===== src/source/axi_sram_pkg.sv =====
package axi_sram_pkg;

	// bus widths, four byte lanes fixed by the sram chips
	localparam int AXI_ADDR_W = 32;
	localparam int AXI_DATA_W = 32;

	typedef enum logic [1:0] {
		OKAY   = 2'b00,
		SLVERR = 2'b10
	} axi_resp_t;

	typedef enum logic [1:0] {
		FIXED = 2'b00,
		INCR  = 2'b01,
		WRAP  = 2'b10,
		RSVD  = 2'b11
	} axi_burst_t;

	// low 16 bits of the byte address, raw or split
	typedef union packed {
		logic [15:0] raw;
		struct packed {
			logic        bank_bit;  // second bank not fitted, ignored
			logic [12:0] word;
			logic [1:0]  lane;
		} f;
	} sram_addr_u;

	// byte lanes touched by one beat
	function automatic logic [3:0] lane_enables(input logic [2:0] size, input logic [1:0] lane);
		case (size)
			3'd0:    return 4'b0001 << lane;
			3'd1:    return lane[1] ? 4'b1100 : 4'b0011;
			3'd2:    return 4'b1111;
			default: return 4'b0000;
		endcase
	endfunction

	// up to 4 bytes per beat
	function automatic logic size_ok(input logic [2:0] size);
		return size <= 3'd2;
	endfunction

	// wrap and reserved end in slverr
	function automatic logic burst_ok(input logic [1:0] burst);
		return (burst == FIXED) || (burst == INCR);
	endfunction

endpackage

===== src/source/sram_port_arb.sv =====
module sram_port_arb
	import axi_sram_pkg::*;
#(
	parameter int WORD_AW = 13
) (
	input  logic                  aclk,
	input  logic                  rst_n,
	// write channel side
	input  logic                  wr_req,
	output logic                  wr_gnt,
	input  sram_addr_u            wr_addr,
	input  logic [2:0]            wr_size,
	input  logic [AXI_DATA_W-1:0] wr_data,
	// read channel side
	input  logic                  rd_req,
	output logic                  rd_gnt,
	input  sram_addr_u            rd_addr,
	input  logic [2:0]            rd_size,
	// single sram port
	output logic                  sram_we,
	output logic [WORD_AW-1:0]    sram_word,
	output logic [3:0]            sram_be,
	output logic [AXI_DATA_W-1:0] sram_wdata
);

	sram_addr_u sel_addr;
	logic [2:0] sel_size;

	// ====================================================================
	// write first with the grant consumed the same cycle
	assign wr_gnt = wr_req;
	assign rd_gnt = rd_req && !wr_req;

	// port mux
	assign sel_addr = wr_req ? wr_addr : rd_addr;
	assign sel_size = wr_req ? wr_size : rd_size;

	// ====================================================================
	// sram side decode
	assign sram_we    = wr_gnt;
	// bank_bit dropped so addresses alias every 32 KiB
	assign sram_word  = sel_addr.f.word[WORD_AW-1:0];
	assign sram_be    = lane_enables(sel_size, sel_addr.f.lane);
	// bytes already sit on their own lanes
	assign sram_wdata = wr_data;

	// ====================================================================
	// channels filter bad sizes so a write always hits some lane
	a_we_has_lanes: assert property (@(posedge aclk) disable iff (!rst_n)
		sram_we |-> sram_be != 4'b0000);

endmodule


===== config.mk =====
export PLATFORM = sky130hd
export DESIGN_NAME = sram_port_arb
export DESIGN_NICKNAME = d
export VERILOG_FILES = /design/src/source/axi_sram_pkg.sv /design/src/source/sram_port_arb.sv
export SDC_FILE = /design/constraint.sdc
export NUM_CORES = 1
export LEC_CHECK = 0
export ABC_AREA = 1
export ABC_CLOCK_PERIOD_IN_PS = 960
export BUFFER_PORTS_ARGS = -buffer_cell sky130_fd_sc_hd__buf_2
export CORE_UTILIZATION = 26
export DETAILED_ROUTE_END_ITERATION = 10
export PLACE_DENSITY = 0.84
export RECOVER_POWER = 100
export SLEW_MARGIN = 20
export SYNTH_ARGS = -nofsm -noshare
export SYNTH_HDL_FRONTEND = slang
export SYNTH_SLANG_ARGS = --single-unit

===== constraint.sdc =====
create_clock -name vclk -period 0.96
set_clock_uncertainty 0.1 [all_clocks]
set_input_delay 0.096 -clock vclk [all_inputs]
set_output_delay 0.096 -clock vclk [all_outputs]
set_load 0.01 [all_outputs]

==> results.yml <==
worst_hold_path:
  min_to: "sram_wdata[24]"
  holdPathStages: 0
  min_from: "wr_data[24]"
  min_path_type: "input port to primary output"
grt:
  grt_max_degree: 17
  globalRouteTotalUtil: 0.106
  antenna_found_initial: 0
  grt_pass1_wl_um: 2260
  grt_pass1_vias: 569
  gr-total-overflow: 0
logic_synthesis:
  ys_warn_count: 0
  synth_nets: 195
  seq_area_frac_synth: 0
  synth.distinct_cells: 12
  syn-instance-count: 121
  synth_area_um2: 628
  synth_area_per_cell_um2: 5.19
run_status:
  outcome: "finished, violations left"
  violations: "setup timing"
sta:
  clock.fmax_mhz: 914
  finalSetupViolCount: 4
  worst_pin_slew_ns: 0.230
  finalCritPeriodShare: 1.14
  hold_viol_final: 0
  drv_slew: 0
  rsz0062_at_grt: "yes"
  period_minus_slack_ns: 1.09
  max-slew-margin-rel: 0.846
  setup_ws_ns: -0.135
placed_design:
  io_buffers: 58
  gp_congestion: 0.724
  dpl.hpwl_um: 1250
  placed_cells_incl_taps: 175
worst_setup_path:
  arrival_ns: 0.90
  cp-end-kind: "primary output"
  cpLargestDelayFamily: "simple AND/OR/NAND/NOR gates"
  critical_path.max_fanout: 8
  path_buf_inv: 3
  crit_chain: "buf_12 -> inv_8 -> nand2_4 -> nand2_2 -> nand4_1 -> nand3_1 -> buf_2"
  critPathKind: "input port to primary output"
  cpMaxStageDelayCell: "nand4_1"
  cp-start-kind: "input port"
  max_stage_delay_ns: 0.21
  cp_data_required_time_ns: 0.76
floorplan:
  die_x_um: 51.2
  fp.dieH_um: 51.2
  start_util: 0.279
  core-area_um2: 2250
  io_pins: 126
  dieArea_um2: 2620
  rows: 17
pwr:
  ir_drop_mv: 0.258
  power_density_nw_per_um2: 493
  finalPower_w: 0.000407
  leakagePower_nw: 0.547
layout:
  diodes: 0
  nClkBuffers: 0
  nets: 223
  final_cells: 175
  seq_area_um2: 0
  areaGrowthSynthToFinish_pct: 31.5
  seq_cells: 0
  drive_above_1_share: 0.578
  fillers: 261
  multi_input_comb_area_um2: 393
drt:
  vias: 765
  drtIter0Drc: 8
  vias_per_cell: 4.37
  routed_wirelength_um: 1660
  first_pass_iters: 4
  ant_nets: 0
  routed_wire_length_per_instance_um: 9.47
  drc: 0
clock_tree:
  postCtsSetupRepairBufs: 0
run:
  max_cap_viol_count: 0
==> metal layers <==
metal  up-vias  global-route usage  part of all wire
met1       327               0.112              0.35
met2        46               0.206              0.50
met3         8              0.0179              0.13
met5         -                   0                 0
met4         0              0.0324             0.022
li1        384                   -                 -
==> synth_stat cells <==
cell     count  share of area
o21ai_2      1          0.014
buf_4       35           0.42
inv_1        6          0.036
nand4_1      1          0.010
nand2_1     57           0.34
buf_2        2          0.016
inv_2        2          0.012
nand2_2      1          0.010
nor2_1       5          0.030
nand3_2      2          0.032
nand3_1      8          0.064
nor2_4       1          0.018
==> report_power, final <==
part / internal (W) / leakage, nW / total, W / switching [W]
clock: 0 / 0 / 0 / 0
combinational: 0.000195 / 0.547 / 0.000407 / 0.000212
sequential: 0 / 0 / 0 / 0
total: 0.000195 / 0.547 / 0.000407 / 0.000212
==> area by class of cell <==
type	count	area share
Timing Repair Buffer	63	0.436
Multi-Input combinational cell	76	0.476
Inverter	8	0.0455
Tap cell	28	0.0424
==> logic make-up after synthesis <==
family | synth area share
compound gates | 0.0139
buf+inv | 0.482
simple gates | 0.504
==> worst max path at each step <==
| stage | start | end | slack (ns) | cells past startpoint |
|---|---|---|---|---|
| final | wr_req | sram_be[0] | -0.13 | 7 |
| after global routing | wr_req | sram_be[0] | -0.18 | 8 |
| after CTS | wr_req | sram_be[2] | -0.08 | 8 |
| after detailed placement | wr_req | sram_be[1] | -0.20 | 8 |
| after global placement | wr_req | sram_be[1] | -0.17 | 8 |
| after floorplan | wr_req | sram_be[0] | 0.03 | 6 |
==> stage by stage <==
step | util | instance area, µm² | hold slack (ns) | TNS, ns | worst slack [ns]
detailed placement | 0.319 | 718 | 0.0921 | -1.39 | -0.205
global route | 0.366 | 826 | 0.0920 | -0.633 | -0.178
global placement | 0.319 | 718 | 0.0921 | -0.896 | -0.172
CTS | 0.337 | 761 | 0.0921 | -0.301 | -0.0810
floorplan | - | 628 | 0.175 | 0 | 0.0296
finish | 0.366 | 826 | 0.0920 | -0.491 | -0.135
==> cells in the final DEF, fill, tap and decap left out <==
master and instances:
nor2_2 1, inv_8 1, nor2_4 2, nand3_2 4, nand2_2 8, buf_2 56
nand4_1 1, o21ai_2 1, buf_12 1, inv_2 1, inv_1 6, buf_4 2
nand3_1 6, nor2_1 3, buf_6 4, nand2_1 46, nand2_4 4
==> timing repair <==
| action | CTS | global route |
|---|---|---|
| resized for setup | 14 | 17 |
| endpoints found under the setup margin | 17 | 10 |
| hold endpoints to repair | 0 | 0 |
| hold buffers | 0 | 0 |
| pin swaps | 12 | 7 |
Power figures use the tool's default switching activity.
