[src/source/axi_sram_pkg.sv]
package axi_sram_pkg;

	// bus widths, four byte lanes fixed by the sram chips
	localparam int AXI_ADDR_W = 32;
	localparam int AXI_DATA_W = 32;

	typedef enum logic [1:0] {
		OKAY   = 2'b00,
		SLVERR = 2'b10
	} axi_resp_t;

	typedef enum logic [1:0] {
		FIXED = 2'b00,
		INCR  = 2'b01,
		WRAP  = 2'b10,
		RSVD  = 2'b11
	} axi_burst_t;

	// low 16 bits of the byte address, raw or split
	typedef union packed {
		logic [15:0] raw;
		struct packed {
			logic        bank_bit;  // second bank not fitted, ignored
			logic [12:0] word;
			logic [1:0]  lane;
		} f;
	} sram_addr_u;

	// byte lanes touched by one beat
	function automatic logic [3:0] lane_enables(input logic [2:0] size, input logic [1:0] lane);
		case (size)
			3'd0:    return 4'b0001 << lane;
			3'd1:    return lane[1] ? 4'b1100 : 4'b0011;
			3'd2:    return 4'b1111;
			default: return 4'b0000;
		endcase
	endfunction

	// up to 4 bytes per beat
	function automatic logic size_ok(input logic [2:0] size);
		return size <= 3'd2;
	endfunction

	// wrap and reserved end in slverr
	function automatic logic burst_ok(input logic [1:0] burst);
		return (burst == FIXED) || (burst == INCR);
	endfunction

endpackage
[src/source/axi_wr_channel.sv]
module axi_wr_channel
	import axi_sram_pkg::*;
(
	input  logic                    aclk,
	input  logic                    rst_n,
	// write address
	input  logic [AXI_ADDR_W-1:0]   awaddr,
	input  logic [7:0]              awlen,
	input  logic [2:0]              awsize,
	input  logic [1:0]              awburst,
	input  logic                    awvalid,
	output logic                    awready,
	// write data
	input  logic [AXI_DATA_W-1:0]   wdata,
	input  logic [AXI_DATA_W/8-1:0] wstrb,
	input  logic                    wlast,
	input  logic                    wvalid,
	output logic                    wready,
	// write response
	output axi_resp_t               bresp,
	output logic                    bvalid,
	input  logic                    bready,
	// sram port request
	output logic                    wr_req,
	input  logic                    wr_gnt,
	output sram_addr_u              wr_addr,
	output logic [2:0]              wr_size,
	output logic [AXI_DATA_W-1:0]   wr_data
);

	typedef enum logic [1:0] {WR_IDLE, WR_DATA, WR_RESP} wr_state_t;

	wr_state_t  state;
	sram_addr_u addr_q;
	logic [2:0] size_q;
	logic       incr_q;
	logic       legal_q;
	logic [7:0] beats_left;
	logic       aw_fire;
	logic       w_fire;

	// ====================================================================
	// handshakes
	assign aw_fire = awvalid && awready;
	assign w_fire  = wvalid && wready;

	assign awready = (state == WR_IDLE);
	// a legal beat needs the port while an illegal beat is drained
	assign wr_req  = (state == WR_DATA) && legal_q && wvalid;
	assign wready  = (state == WR_DATA) && (legal_q ? wr_gnt : 1'b1);
	assign bvalid  = (state == WR_RESP);
	assign bresp   = legal_q ? OKAY : SLVERR;

	// lanes come from size and address and wstrb is not decoded
	assign wr_addr = addr_q;
	assign wr_size = size_q;
	assign wr_data = wdata;

	// ====================================================================
	// channel fsm
	always_ff @(posedge aclk) begin
		if (!rst_n) begin
			state <= WR_IDLE;
		end else begin
			case (state)
				WR_IDLE: if (aw_fire) state <= WR_DATA;
				WR_DATA: if (w_fire && wlast) state <= WR_RESP;
				WR_RESP: if (bready) state <= WR_IDLE;
				default: state <= WR_IDLE;
			endcase
		end
	end

	// burst context stepped per accepted beat
	always_ff @(posedge aclk) begin
		if (aw_fire) begin
			addr_q.raw <= awaddr[15:0];
			size_q     <= awsize;
			incr_q     <= (awburst == INCR);
			legal_q    <= size_ok(awsize) && burst_ok(awburst);
			beats_left <= awlen;
		end else if (w_fire) begin
			// fixed keeps the address
			if (incr_q)
				addr_q.raw <= addr_q.raw + (16'd1 << size_q);
			beats_left <= beats_left - 8'd1;
		end
	end

	// ====================================================================
	a_bvalid_hold: assert property (@(posedge aclk) disable iff (!rst_n)
		bvalid && !bready |=> bvalid && $stable(bresp));

	// master must end on the beat awlen announced
	a_wlast_len: assert property (@(posedge aclk) disable iff (!rst_n)
		w_fire |-> wlast == (beats_left == 8'd0));

endmodule

[config.mk]
export PLATFORM = sky130hd
export DESIGN_NAME = axi_wr_channel
export DESIGN_NICKNAME = d
export VERILOG_FILES = /design/src/source/axi_sram_pkg.sv /design/src/source/axi_wr_channel.sv
export SDC_FILE = /design/constraint.sdc
export NUM_CORES = 1
export LEC_CHECK = 0
export BUFFER_PORTS_ARGS = -buffer_cell sky130_fd_sc_hd__buf_4
export CAP_MARGIN = 15
export CORE_MARGIN = 1.5
export CORE_UTILIZATION = 42
export CTS_CLUSTER_SIZE = 12
export DETAILED_ROUTE_END_ITERATION = 12
export GPL_TIMING_DRIVEN = 0
export PLACE_DENSITY = 0.87
export SLEW_MARGIN = 40
export SYNTH_ARGS = -nofsm -noshare
export SYNTH_HDL_FRONTEND = slang
export SYNTH_SLANG_ARGS = --single-unit
[constraint.sdc]
create_clock -name aclk -period 6.55 [get_ports aclk]
set_clock_uncertainty 0.15 [all_clocks]
set_input_delay 0 -clock aclk [delete_from_list [all_inputs] [get_ports aclk]]
set_output_delay 0 -clock aclk [all_outputs]
set_load 0.01 [all_outputs]
==> impl_metrics.py <==
metrics = {
    "sta": {
        "rsz0062_at_grt": "no",
        "slew_violations": 0,
        "hold_viol": 0,
        "finalCriticalPeriod_ps": 2850,
        "max_freq_mhz": 350,
        "finalSetupTns_ps": 0,
        "max_slew_margin_pct": 53.8,
        "tightest_slew_ps": 693,
        "fin_crit_sh_pct": 43.6,
        "setup_viol": 0,
    },
    "route": {
        "route.top_layer_used": "met4",
        "vias_per_cell": 4.94,
        "routed-wl-met3_um": 289,
        "vias": 1714,
        "ant_nets": 0,
        "wirelength_mm": 4.84,
        "dr_wl_met2_mm": 2.68,
        "drt_iter0_drc": 63,
        "met1Wirelength_mm": 1.82,
        "route.detailed.drc": 0,
        "wire_per_inst_um": 14.0,
        "drt-pass1-iter-count": 4,
    },
    "worst_setup_path": {
        "worstPathMaxFanout": 9,
        "rrSetupSlack_ps": 3700,
        "reg2reg_from": "wr_size[1]$_DFFE_PP_",
        "r2r_end": "wr_addr[15]$_DFFE_PP_",
        "startpoint_type": "flip-flop",
        "cpLargestDelayFamily": "simple AND/OR/NAND/NOR gates",
        "crit_buf_inv": 0,
        "critPathKind": "reg -> reg",
        "crit_path_end_kind": "flip-flop",
        "cp_cell_sequence": "nor3b_1 -> ha_1 -> a21oi_1 -> nor3_1 -> or3_1 -> and3b_1 -> o31a_1",
        "required_ps": 6420,
        "rr_worst_depth": 7,
        "crit_arrival_ps": 2730,
        "slowest_stage": "edfxtp_1",
        "cp_slowest_stage_delay_ps": 520,
    },
    "cts": {
        "numClockSinks": 23,
        "post-cts-setup-buffers": 0,
        "insertion_delay_ps": 270,
        "cts-buffers-inserted": 3,
        "cts-root-buf": "clkbuf_8",
        "cts_max_path_buffers": 2,
        "cts_tree": "yes",
        "clkTransAtPathRegs_ps": 90,
        "htree_levels": 1,
    },
    "global_route": {
        "grt-ovfl-total": 0,
        "antenna_found_initial": 0,
        "first_global_vias": 1578,
        "grt_max_degree": 17,
        "grt_usage_pct": 20.2,
        "grt_pass1_wl_mm": 6.88,
    },
    "synthesis": {
        "syn-num-nets": 281,
        "syn_area_um2": 1750,
        "ys_seq_area_share_pct": 38.4,
        "ys_warn_count": 0,
        "synth-main-ff-cell": "edfxtp_1",
        "yosysUniqueCellTypes": 37,
        "synthArstFlopShare_pct": 0,
        "postSynthCellCount": 184,
        "synth_edf_count": 21,
        "synth_seq_cells": 23,
        "syn_area_per_cell_um2": 9.49,
    },
    "hold_path": {
        "worstHoldEndpoint": "wr_data[25]",
        "worstHoldStart": "wdata[25]",
        "hold_class": "in -> out",
        "hold_depth": 2,
    },
    "final_layout": {
        "drive_above_1_share_pct": 41.1,
        "num_antenna_cells": 0,
        "nFillCells": 335,
        "fin_util_pct": 68.7,
        "fin_nets": 395,
        "syn2layout_area_growth_pct": 57.4,
    },
    "floorplan": {
        "dieArea_um2": 4550,
        "dieWidth_um": 67.5,
        "core_um2": 4000,
        "rows": 23,
        "die_y_um": 67.5,
        "start_util_pct": 43.7,
        "io_pins": 145,
    },
    "run": {
        "drv_cap": 0,
    },
    "pwr": {
        "power_density_nw_per_um2": 170,
        "leakage_nw": 1.28,
        "ir_drop_mv": 0.0952,
    },
    "outcome": {
        "status": "complete, no violations",
    },
    "placement": {
        "hpwl_mm": 3.37,
        "gp_congestion": 0.811,
        "portBuffers": 83,
    },
}
==> flip-flops by register name (all words and copies together), names as in the netlist <==
| name | count |
|---|---|
| incr_q | 1 |
| legal_q | 1 |
| wr_size | 3 |
| wr_addr | 16 |
| state | 2 |
==> how the worst max path moves through the flow <==
stage	startpoint	end	slack (ps)	cells after the start
after CTS	wr_size[1]$_DFFE_PP_	wr_addr[15]$_DFFE_PP_	3710	7
after global placement	wr_size[1]$_DFFE_PP_	wr_addr[15]$_DFFE_PP_	3780	7
final	wr_size[1]$_DFFE_PP_	wr_addr[15]$_DFFE_PP_	3700	7
after global routing	wr_size[1]$_DFFE_PP_	wr_addr[15]$_DFFE_PP_	3550	7
after detailed placement	wr_size[1]$_DFFE_PP_	wr_addr[15]$_DFFE_PP_	3730	7
after floorplan	wr_size[1]$_DFFE_PP_	wr_addr[15]$_DFFE_PP_	3930	7
==> layer usage <==
layer  up-vias  global-route usage [%]
met5         -                       0
met3         6                    3.00
met4         0                    7.14
met2        76                    38.6
li1        850                       -
met1       782                    22.4
==> cell usage after synthesis (4+ instances only) <==
master / count / area, um^2
edfxtp_1: 21 / 631
nand2_1: 19 / 71.3
nand4_1: 4 / 25.0
nor2b_1: 4 / 25.0
ha_1: 8 / 100
nor2_1: 7 / 26.3
o21ai_0: 16 / 80.1
xor2_1: 12 / 105
a21oi_1: 8 / 40.0
buf_4: 33 / 248
nand2b_1: 4 / 25.0
and3b_1: 4 / 35.0
==> cell families after synthesis <==
kind of cell               share of synthesized area (%)
AOI/OAI and AO/OA                                   13.8
xor gates and xnor gates                            6.52
muxes                                               1.29
and+or+nand+nor                                     17.7
other                                              0.215
DFF                                                 38.4
buffers and inverters                               15.3
adders and majority gates                           6.88
==> where the power goes <==
part	internal (mW)	switching, mW
Sequential	0.184	0.0157
Combinational	0.0959	0.0799
Clock	0.0435	0.0493
==> metrics by stage <==
| step | cell area (um^2) | hold slack (ps) | setup slack, ps | total power, mW | cells |
|---|---|---|---|---|---|
| global route | 2750 | 29.3 | 3550 | 0.493 | 347 |
| floorplan | 1750 | -58.2 | 3930 | 0.293 | 184 |
| detailed placement | 2440 | 26.8 | 3730 | 0.364 | 317 |
| global placement | 2430 | 26.3 | 3780 | 0.358 | 317 |
| CTS | 2750 | 26.6 | 3710 | 0.468 | 347 |
| finish | 2750 | 26.0 | 3700 | 0.468 | 347 |
==> layout make-up <==
| type | count | area [um^2] | area share [%] |
|---|---|---|---|
| buffer | 36 | 259 | 9.42 |
| clock buffer | 4 | 45.0 | 1.64 |
| inverter | 2 | 7.51 | 0.273 |
| multi-input combinational | 123 | 821 | 29.9 |
| sequential | 23 | 671 | 24.4 |
| tap | 50 | 62.6 | 2.28 |
| timing repair buffer | 109 | 883 | 32.1 |
==> what timing repair did <==
item                                   in CTS  in global routing
endpoints found under the hold margin      23                  0
gates resized for setup                     0                  0
hold buffers                               26                  0
==> placed cells by master, fill, tap and decap left out, drive strengths merged, types with 7 or more instances in the layout <==
cell type and n:
buf 116, dlygate4sd3 26, edfxtp 21, nand2 19, o21ai 16, xor2 12, ha 8, a21oi 8
nor2 7, clkbuf 7
Power figures use the tool's default switching activity.
