===== src/source/axi_sram_pkg.sv =====
package axi_sram_pkg;

	// bus widths, four byte lanes fixed by the sram chips
	localparam int AXI_ADDR_W = 32;
	localparam int AXI_DATA_W = 32;

	typedef enum logic [1:0] {
		OKAY   = 2'b00,
		SLVERR = 2'b10
	} axi_resp_t;

	typedef enum logic [1:0] {
		FIXED = 2'b00,
		INCR  = 2'b01,
		WRAP  = 2'b10,
		RSVD  = 2'b11
	} axi_burst_t;

	// low 16 bits of the byte address, raw or split
	typedef union packed {
		logic [15:0] raw;
		struct packed {
			logic        bank_bit;  // second bank not fitted, ignored
			logic [12:0] word;
			logic [1:0]  lane;
		} f;
	} sram_addr_u;

	// byte lanes touched by one beat
	function automatic logic [3:0] lane_enables(input logic [2:0] size, input logic [1:0] lane);
		case (size)
			3'd0:    return 4'b0001 << lane;
			3'd1:    return lane[1] ? 4'b1100 : 4'b0011;
			3'd2:    return 4'b1111;
			default: return 4'b0000;
		endcase
	endfunction

	// up to 4 bytes per beat
	function automatic logic size_ok(input logic [2:0] size);
		return size <= 3'd2;
	endfunction

	// wrap and reserved end in slverr
	function automatic logic burst_ok(input logic [1:0] burst);
		return (burst == FIXED) || (burst == INCR);
	endfunction

endpackage

===== src/source/axi_rd_channel.sv =====
module axi_rd_channel
	import axi_sram_pkg::*;
(
	input  logic                  aclk,
	input  logic                  rst_n,
	// read address
	input  logic [AXI_ADDR_W-1:0] araddr,
	input  logic [7:0]            arlen,
	input  logic [2:0]            arsize,
	input  logic [1:0]            arburst,
	input  logic                  arvalid,
	output logic                  arready,
	// read data
	output logic [AXI_DATA_W-1:0] rdata,
	output axi_resp_t             rresp,
	output logic                  rlast,
	output logic                  rvalid,
	input  logic                  rready,
	// sram port request
	output logic                  rd_req,
	input  logic                  rd_gnt,
	output sram_addr_u            rd_addr,
	output logic [2:0]            rd_size,
	input  logic [AXI_DATA_W-1:0] sram_rdata
);

	typedef enum logic [1:0] {RD_IDLE, RD_REQ, RD_WAIT, RD_HOLD} rd_state_t;

	rd_state_t             state;
	sram_addr_u            addr_q;
	logic [2:0]            size_q;
	logic                  incr_q;
	logic                  legal_q;
	logic [7:0]            beats_left;
	logic [AXI_DATA_W-1:0] rdata_q;
	logic                  ar_fire;
	logic                  r_fire;

	// ====================================================================
	// handshakes
	assign ar_fire = arvalid && arready;
	assign r_fire  = rvalid && rready;

	assign arready = (state == RD_IDLE);
	// one request in flight, none while a beat waits on rready
	assign rd_req  = (state == RD_REQ) && legal_q;
	assign rvalid  = (state == RD_HOLD);
	assign rlast   = (beats_left == 8'd0);
	assign rresp   = legal_q ? OKAY : SLVERR;
	assign rdata   = rdata_q;

	assign rd_addr = addr_q;
	assign rd_size = size_q;

	// ====================================================================
	// channel fsm
	always_ff @(posedge aclk) begin
		if (!rst_n) begin
			state <= RD_IDLE;
		end else begin
			case (state)
				RD_IDLE: if (ar_fire) state <= RD_REQ;
				// illegal beats skip the sram
				RD_REQ:  if (!legal_q) state <= RD_HOLD;
				         else if (rd_gnt) state <= RD_WAIT;
				// bank output valid this cycle
				RD_WAIT: state <= RD_HOLD;
				RD_HOLD: if (rready) state <= rlast ? RD_IDLE : RD_REQ;
				default: state <= RD_IDLE;
			endcase
		end
	end

	// burst context and holding register
	always_ff @(posedge aclk) begin
		if (ar_fire) begin
			addr_q.raw <= araddr[15:0];
			size_q     <= arsize;
			incr_q     <= (arburst == INCR);
			legal_q    <= size_ok(arsize) && burst_ok(arburst);
			beats_left <= arlen;
		end else if (r_fire) begin
			if (incr_q)
				addr_q.raw <= addr_q.raw + (16'd1 << size_q);
			beats_left <= beats_left - 8'd1;
		end
		// zero data goes with slverr
		if (state == RD_REQ && !legal_q)
			rdata_q <= '0;
		else if (state == RD_WAIT)
			rdata_q <= sram_rdata;
	end

	// ====================================================================
	a_r_stable: assert property (@(posedge aclk) disable iff (!rst_n)
		rvalid && !rready |=> rvalid && $stable(rdata) && $stable(rresp)
			&& $stable(rlast));

endmodule


===== config.mk =====
export PLATFORM = sky130hd
export DESIGN_NAME = axi_rd_channel
export DESIGN_NICKNAME = d
export VERILOG_FILES = /design/src/source/axi_sram_pkg.sv /design/src/source/axi_rd_channel.sv
export SDC_FILE = /design/constraint.sdc
export NUM_CORES = 1
export LEC_CHECK = 0
export ABC_CLOCK_PERIOD_IN_PS = 2850
export BUFFER_PORTS_ARGS = -buffer_cell sky130_fd_sc_hd__buf_2
export CAP_MARGIN = 20
export CORE_UTILIZATION = 30
export CTS_BUF_LIST = sky130_fd_sc_hd__clkbuf_2 sky130_fd_sc_hd__clkbuf_4 sky130_fd_sc_hd__clkbuf_8
export DETAILED_ROUTE_END_ITERATION = 8
export GPL_TIMING_DRIVEN = 0
export PLACE_DENSITY = 0.62
export SLEW_MARGIN = 10
export SYNTH_ARGS = -nofsm -noshare
export SYNTH_HDL_FRONTEND = slang
export SYNTH_SLANG_ARGS = --single-unit

===== constraint.sdc =====
create_clock -name aclk -period 2.85 [get_ports aclk]
set_input_delay 0.1425 -clock aclk [delete_from_list [all_inputs] [get_ports aclk]]
set_output_delay 0.1425 -clock aclk [all_outputs]
set_load 0.01 [all_outputs]

==> metrics.yaml <==
synthesis:
  synth-edff-count: 29
  async_reset_ff_share_pct: 0
  netlist_area_um2: 3170
  syn_nets: 416
  syn_inst: 319
  synth-seq-cells: 63
  yosys.area.top_type_share_pct: 27.5
  synth_compound_area_share_pct: 9.72
  muxShareOfSynthArea_pct: 10.4
  syn_area_per_cell_um2: 9.92
  ys.flop_type: "dfxtp_1"
  synth_top_family_by_area: "simple AND/OR/NAND/NOR gates"
  ys_seq_area_share_pct: 49.0
  synth-simple-area-share_pct: 17.3
  synthTopCellsByArea: "edfxtp_1 28%, dfxtp_1 22%, mux2i_1 10%, nor2_1 5.7%, ha_1 5.5%"
  synth_top_area_cell: "edfxtp_1"
  synthAdderAreaFrac_pct: 6.17
  synth_xor_area_share_pct: 3.87
  yosysWarnings: 0
  ys_types: 46
cts:
  cts_root_buf: "clkbuf_8"
  htreeDepth: 3
  clockBufferDepth: 2
  cts_num_sinks: 63
  numCtsBuffers: 9
  cts_setup_buffers: 0
  path_clk_slew_ns: 0.08
  clkLatencyLatePin_ns: 0.34
  cts_resized: 0
  tritoncts: "yes"
timing:
  finalMaxSlewViolations: 0
  tns_ns: 0
  clock_skew_ns: 0.00827
  setup_viol: 0
  hold_violations: 0
  fin_crit_ns: 2.64
  finalCritPeriodShare_pct: 92.8
  rsz0062_at_grt: "false"
  tightest_slew_ns: 0.731
  relSlewSlack_pct: 51.1
  fmax_mhz: 378
pwr:
  switching_power_mw: 1.73
  p_leak_nw: 1.89
  combPwrFrac_pct: 42.4
  p_per_area_nw_per_um2: 1070
  power.share.sequential_pct: 39.7
  internal-power_mw: 2.72
  p_clk_share_pct: 17.8
  max-vdd-ir-drop_v: 0.000410
  p_sw_share_pct: 38.9
floorplanning:
  core_area_um2: 10300
  die-area_um2: 11000
  ios: 139
  initial_core_util_pct: 30.8
  die_width_um: 105
  num_rows: 37
  die_y_um: 105
worst_setup_path:
  path_cells: "nor3_1 > ha_1 > fa_1 > a211oi_1 > o211ai_1 > nand4_1 > xor2_1 > o21ai_0"
  timing.rr.start: "rd_size[2]"
  cp-end-kind: "register"
  critPathTopFamily: "compound AO/OA/AOI/OAI gates"
  crit_buf_inv: 0
  critPathRequiredTime_ns: 2.91
  cp.arrival_ns: 2.71
  r2r_end: "rd_addr[10]"
  rr_worst_depth: 8
  slowest_delay_ns: 0.54
  r2r_setup_slack_ns: 0.21
  cp_slowest_cell: "edfxtp_1"
  start_kind: "register"
  path_max_fanout: 9
  crit_type: "register to register"
place:
  hpwl_mm: 6.02
  gp_congestion: 0.813
  port_buffers: 121
  place_area_um2: 3940
cells_and_area:
  drive_gt1_share_pct: 32.5
  antenna_cells: 0
  nNetsFinal: 551
  fin_area_um2: 4170
  syn_to_final_growth_pct: 31.9
run:
  drv_cap: 0
global_routing:
  busiest_layer: "met2"
  grt_first_pass_wirelength_mm: 13.2
  grtUsageMet3_pct: 6.36
  grtUsageMet2_pct: 25.9
  gr-usage-met1_pct: 17.9
  antenna_found_initial: 0
  grt_use_total_pct: 15.5
  first_global_vias: 2795
  grt-ovfl-total: 0
  grt_max_degree: 17
drt:
  remaining_drc_errors: 0
  vias: 2748
  final_antenna_net_count: 0
  routed_wl_mm: 8.03
  drtIter0Drc: 91
  first_pass_iters: 4
  viasPerCell: 4.62
  wl_per_cell_um: 13.5
run_status:
  status: "completed"
hold_path:
  min_path_cells: 3
  hp-start: "sram_rdata[5]"
  min_path_type: "input port to register"
  hold_end: "rdata[5]"
==> worst max-delay path by stage <==
stage / to / startpoint / cells past startpoint
floorplan: rd_addr[10] / rd_size[1] / 8
CTS: rd_addr[12] / rd_size[1] / 8
global route: rd_addr[12] / rd_size[0] / 8
finish: rd_addr[10] / rd_size[2] / 8
detailed placement: rd_addr[10] / rd_size[1] / 8
global placement: rd_addr[12] / rd_size[1] / 8
==> sequential cells by signal, indices dropped and copies added (netlist names) <==
register,count
beats_left,8
incr_q,1
legal_q,1
rd_addr,16
rd_size,3
rdata,32
state,2
==> stage by stage <==
step | hold WS (ns) | total power [mW] | setup WS [ns] | util (%) | instances
3_5_place_dp | 0.337 | 3.68 | 0.268 | 38.3 | 576
6_report | 0.0399 | 4.45 | 0.207 | 40.6 | 595
3_3_place_gp | 0.336 | 3.62 | 0.273 | 38.3 | 576
5_1_grt | 0.0135 | 4.82 | 0.0283 | 40.6 | 595
2_1_floorplan | 0.241 | 2.98 | 0.553 | - | 319
4_1_cts | 0.0168 | 4.51 | 0.241 | 40.6 | 595
==> cells in the mapped netlist (2+ instances only) <==
| master | number |
|---|---|
| nand2b_1 | 2 |
| ha_1 | 14 |
| mux2i_1 | 33 |
| nor2_1 | 48 |
| edfxtp_1 | 29 |
| o21ai_0 | 17 |
| xnor2_1 | 4 |
| nor3b_1 | 5 |
| o211ai_1 | 2 |
| clkbuf_1 | 8 |
| nand3_1 | 7 |
| a31oi_1 | 3 |
| buf_2 | 4 |
| dfxtp_1 | 34 |
| nand4_1 | 4 |
| nor3_1 | 4 |
| nand2_1 | 29 |
| a21oi_1 | 13 |
| nor4_1 | 2 |
| and3_1 | 6 |
| inv_1 | 11 |
| a211oi_1 | 3 |
| xor2_1 | 10 |
| nor2b_1 | 4 |
| and3b_1 | 2 |
==> kinds of logic after synthesis <==
family / count (synthesis)
other: 1
AOI/OAI and AO/OA: 49
xor gates and xnor gates: 14
muxes: 33
DFF: 63
adders and majority gates: 15
and+or+nand+nor: 118
buffers and inverters: 26
==> power by group through the flow <==
stage                     logic, mW  clock network (mW)  registers [mW]
after global routing           2.12               0.868            1.83
after detailed placement       1.90                   0            1.78
after global placement         1.86                   0            1.76
final                          1.89               0.794            1.77
after floorplan                1.08                   0            1.90
after CTS                      1.91               0.832            1.77
==> worst reg2reg max path, stage by stage (launching register included) <==
cell and delay (ns):
edfxtp_1 0.54, nor3_1 0.09, ha_1 0.23, fa_1 0.46, a211oi_1 0.37, o211ai_1 0.24
nand4_1 0.17, xor2_1 0.17, o21ai_0 0.10
==> cell usage in the layout, fill, tap and decap left out, types with 3 or more instances in the layout <==
master | Yosys | final
buf_2 | 4 | 125
a31oi_1 | 3 | 3
nand3_1 | 7 | 7
a21oi_1 | 13 | 13
a211oi_1 | 3 | 3
dfxtp_1 | 34 | 34
nand2_1 | 29 | 29
clkbuf_1 | 8 | 8
nor2_1 | 48 | 48
nor3b_1 | 5 | 5
xor2_1 | 10 | 10
nand4_1 | 4 | 4
xnor2_1 | 4 | 4
and3_1 | 6 | 6
edfxtp_1 | 29 | 29
dlygate4sd3_1 | 0 | 3
o21ai_0 | 17 | 17
clkbuf_8 | 0 | 10
inv_1 | 11 | 11
nor2b_1 | 4 | 4
nor3_1 | 4 | 4
mux2i_1 | 33 | 33
ha_1 | 14 | 14
==> final cells by class <==
type                       instances  area, um^2
clock inverter                     5        57.6
sequential                        63        1550
inverter                          11        41.3
timing repair buffer             124         636
clock buffer                      11         145
buffer                            15        66.3
fill                            1071        6100
tap                              136         170
multi-input combinational        230        1510
==> layer usage <==
layer,vias to the layer above,wire length (um)
met5,-,0
met4,0,123
met3,15,674
met2,104,3750
met1,1238,3480
li1,1391,-
==> what timing repair did <==
action / in CTS / in global routing
hold endpoints to repair: 3 / 0
hold buffers: 3 / 0
endpoints found under the setup margin: 0 / 0
Power figures use the tool's default switching activity.
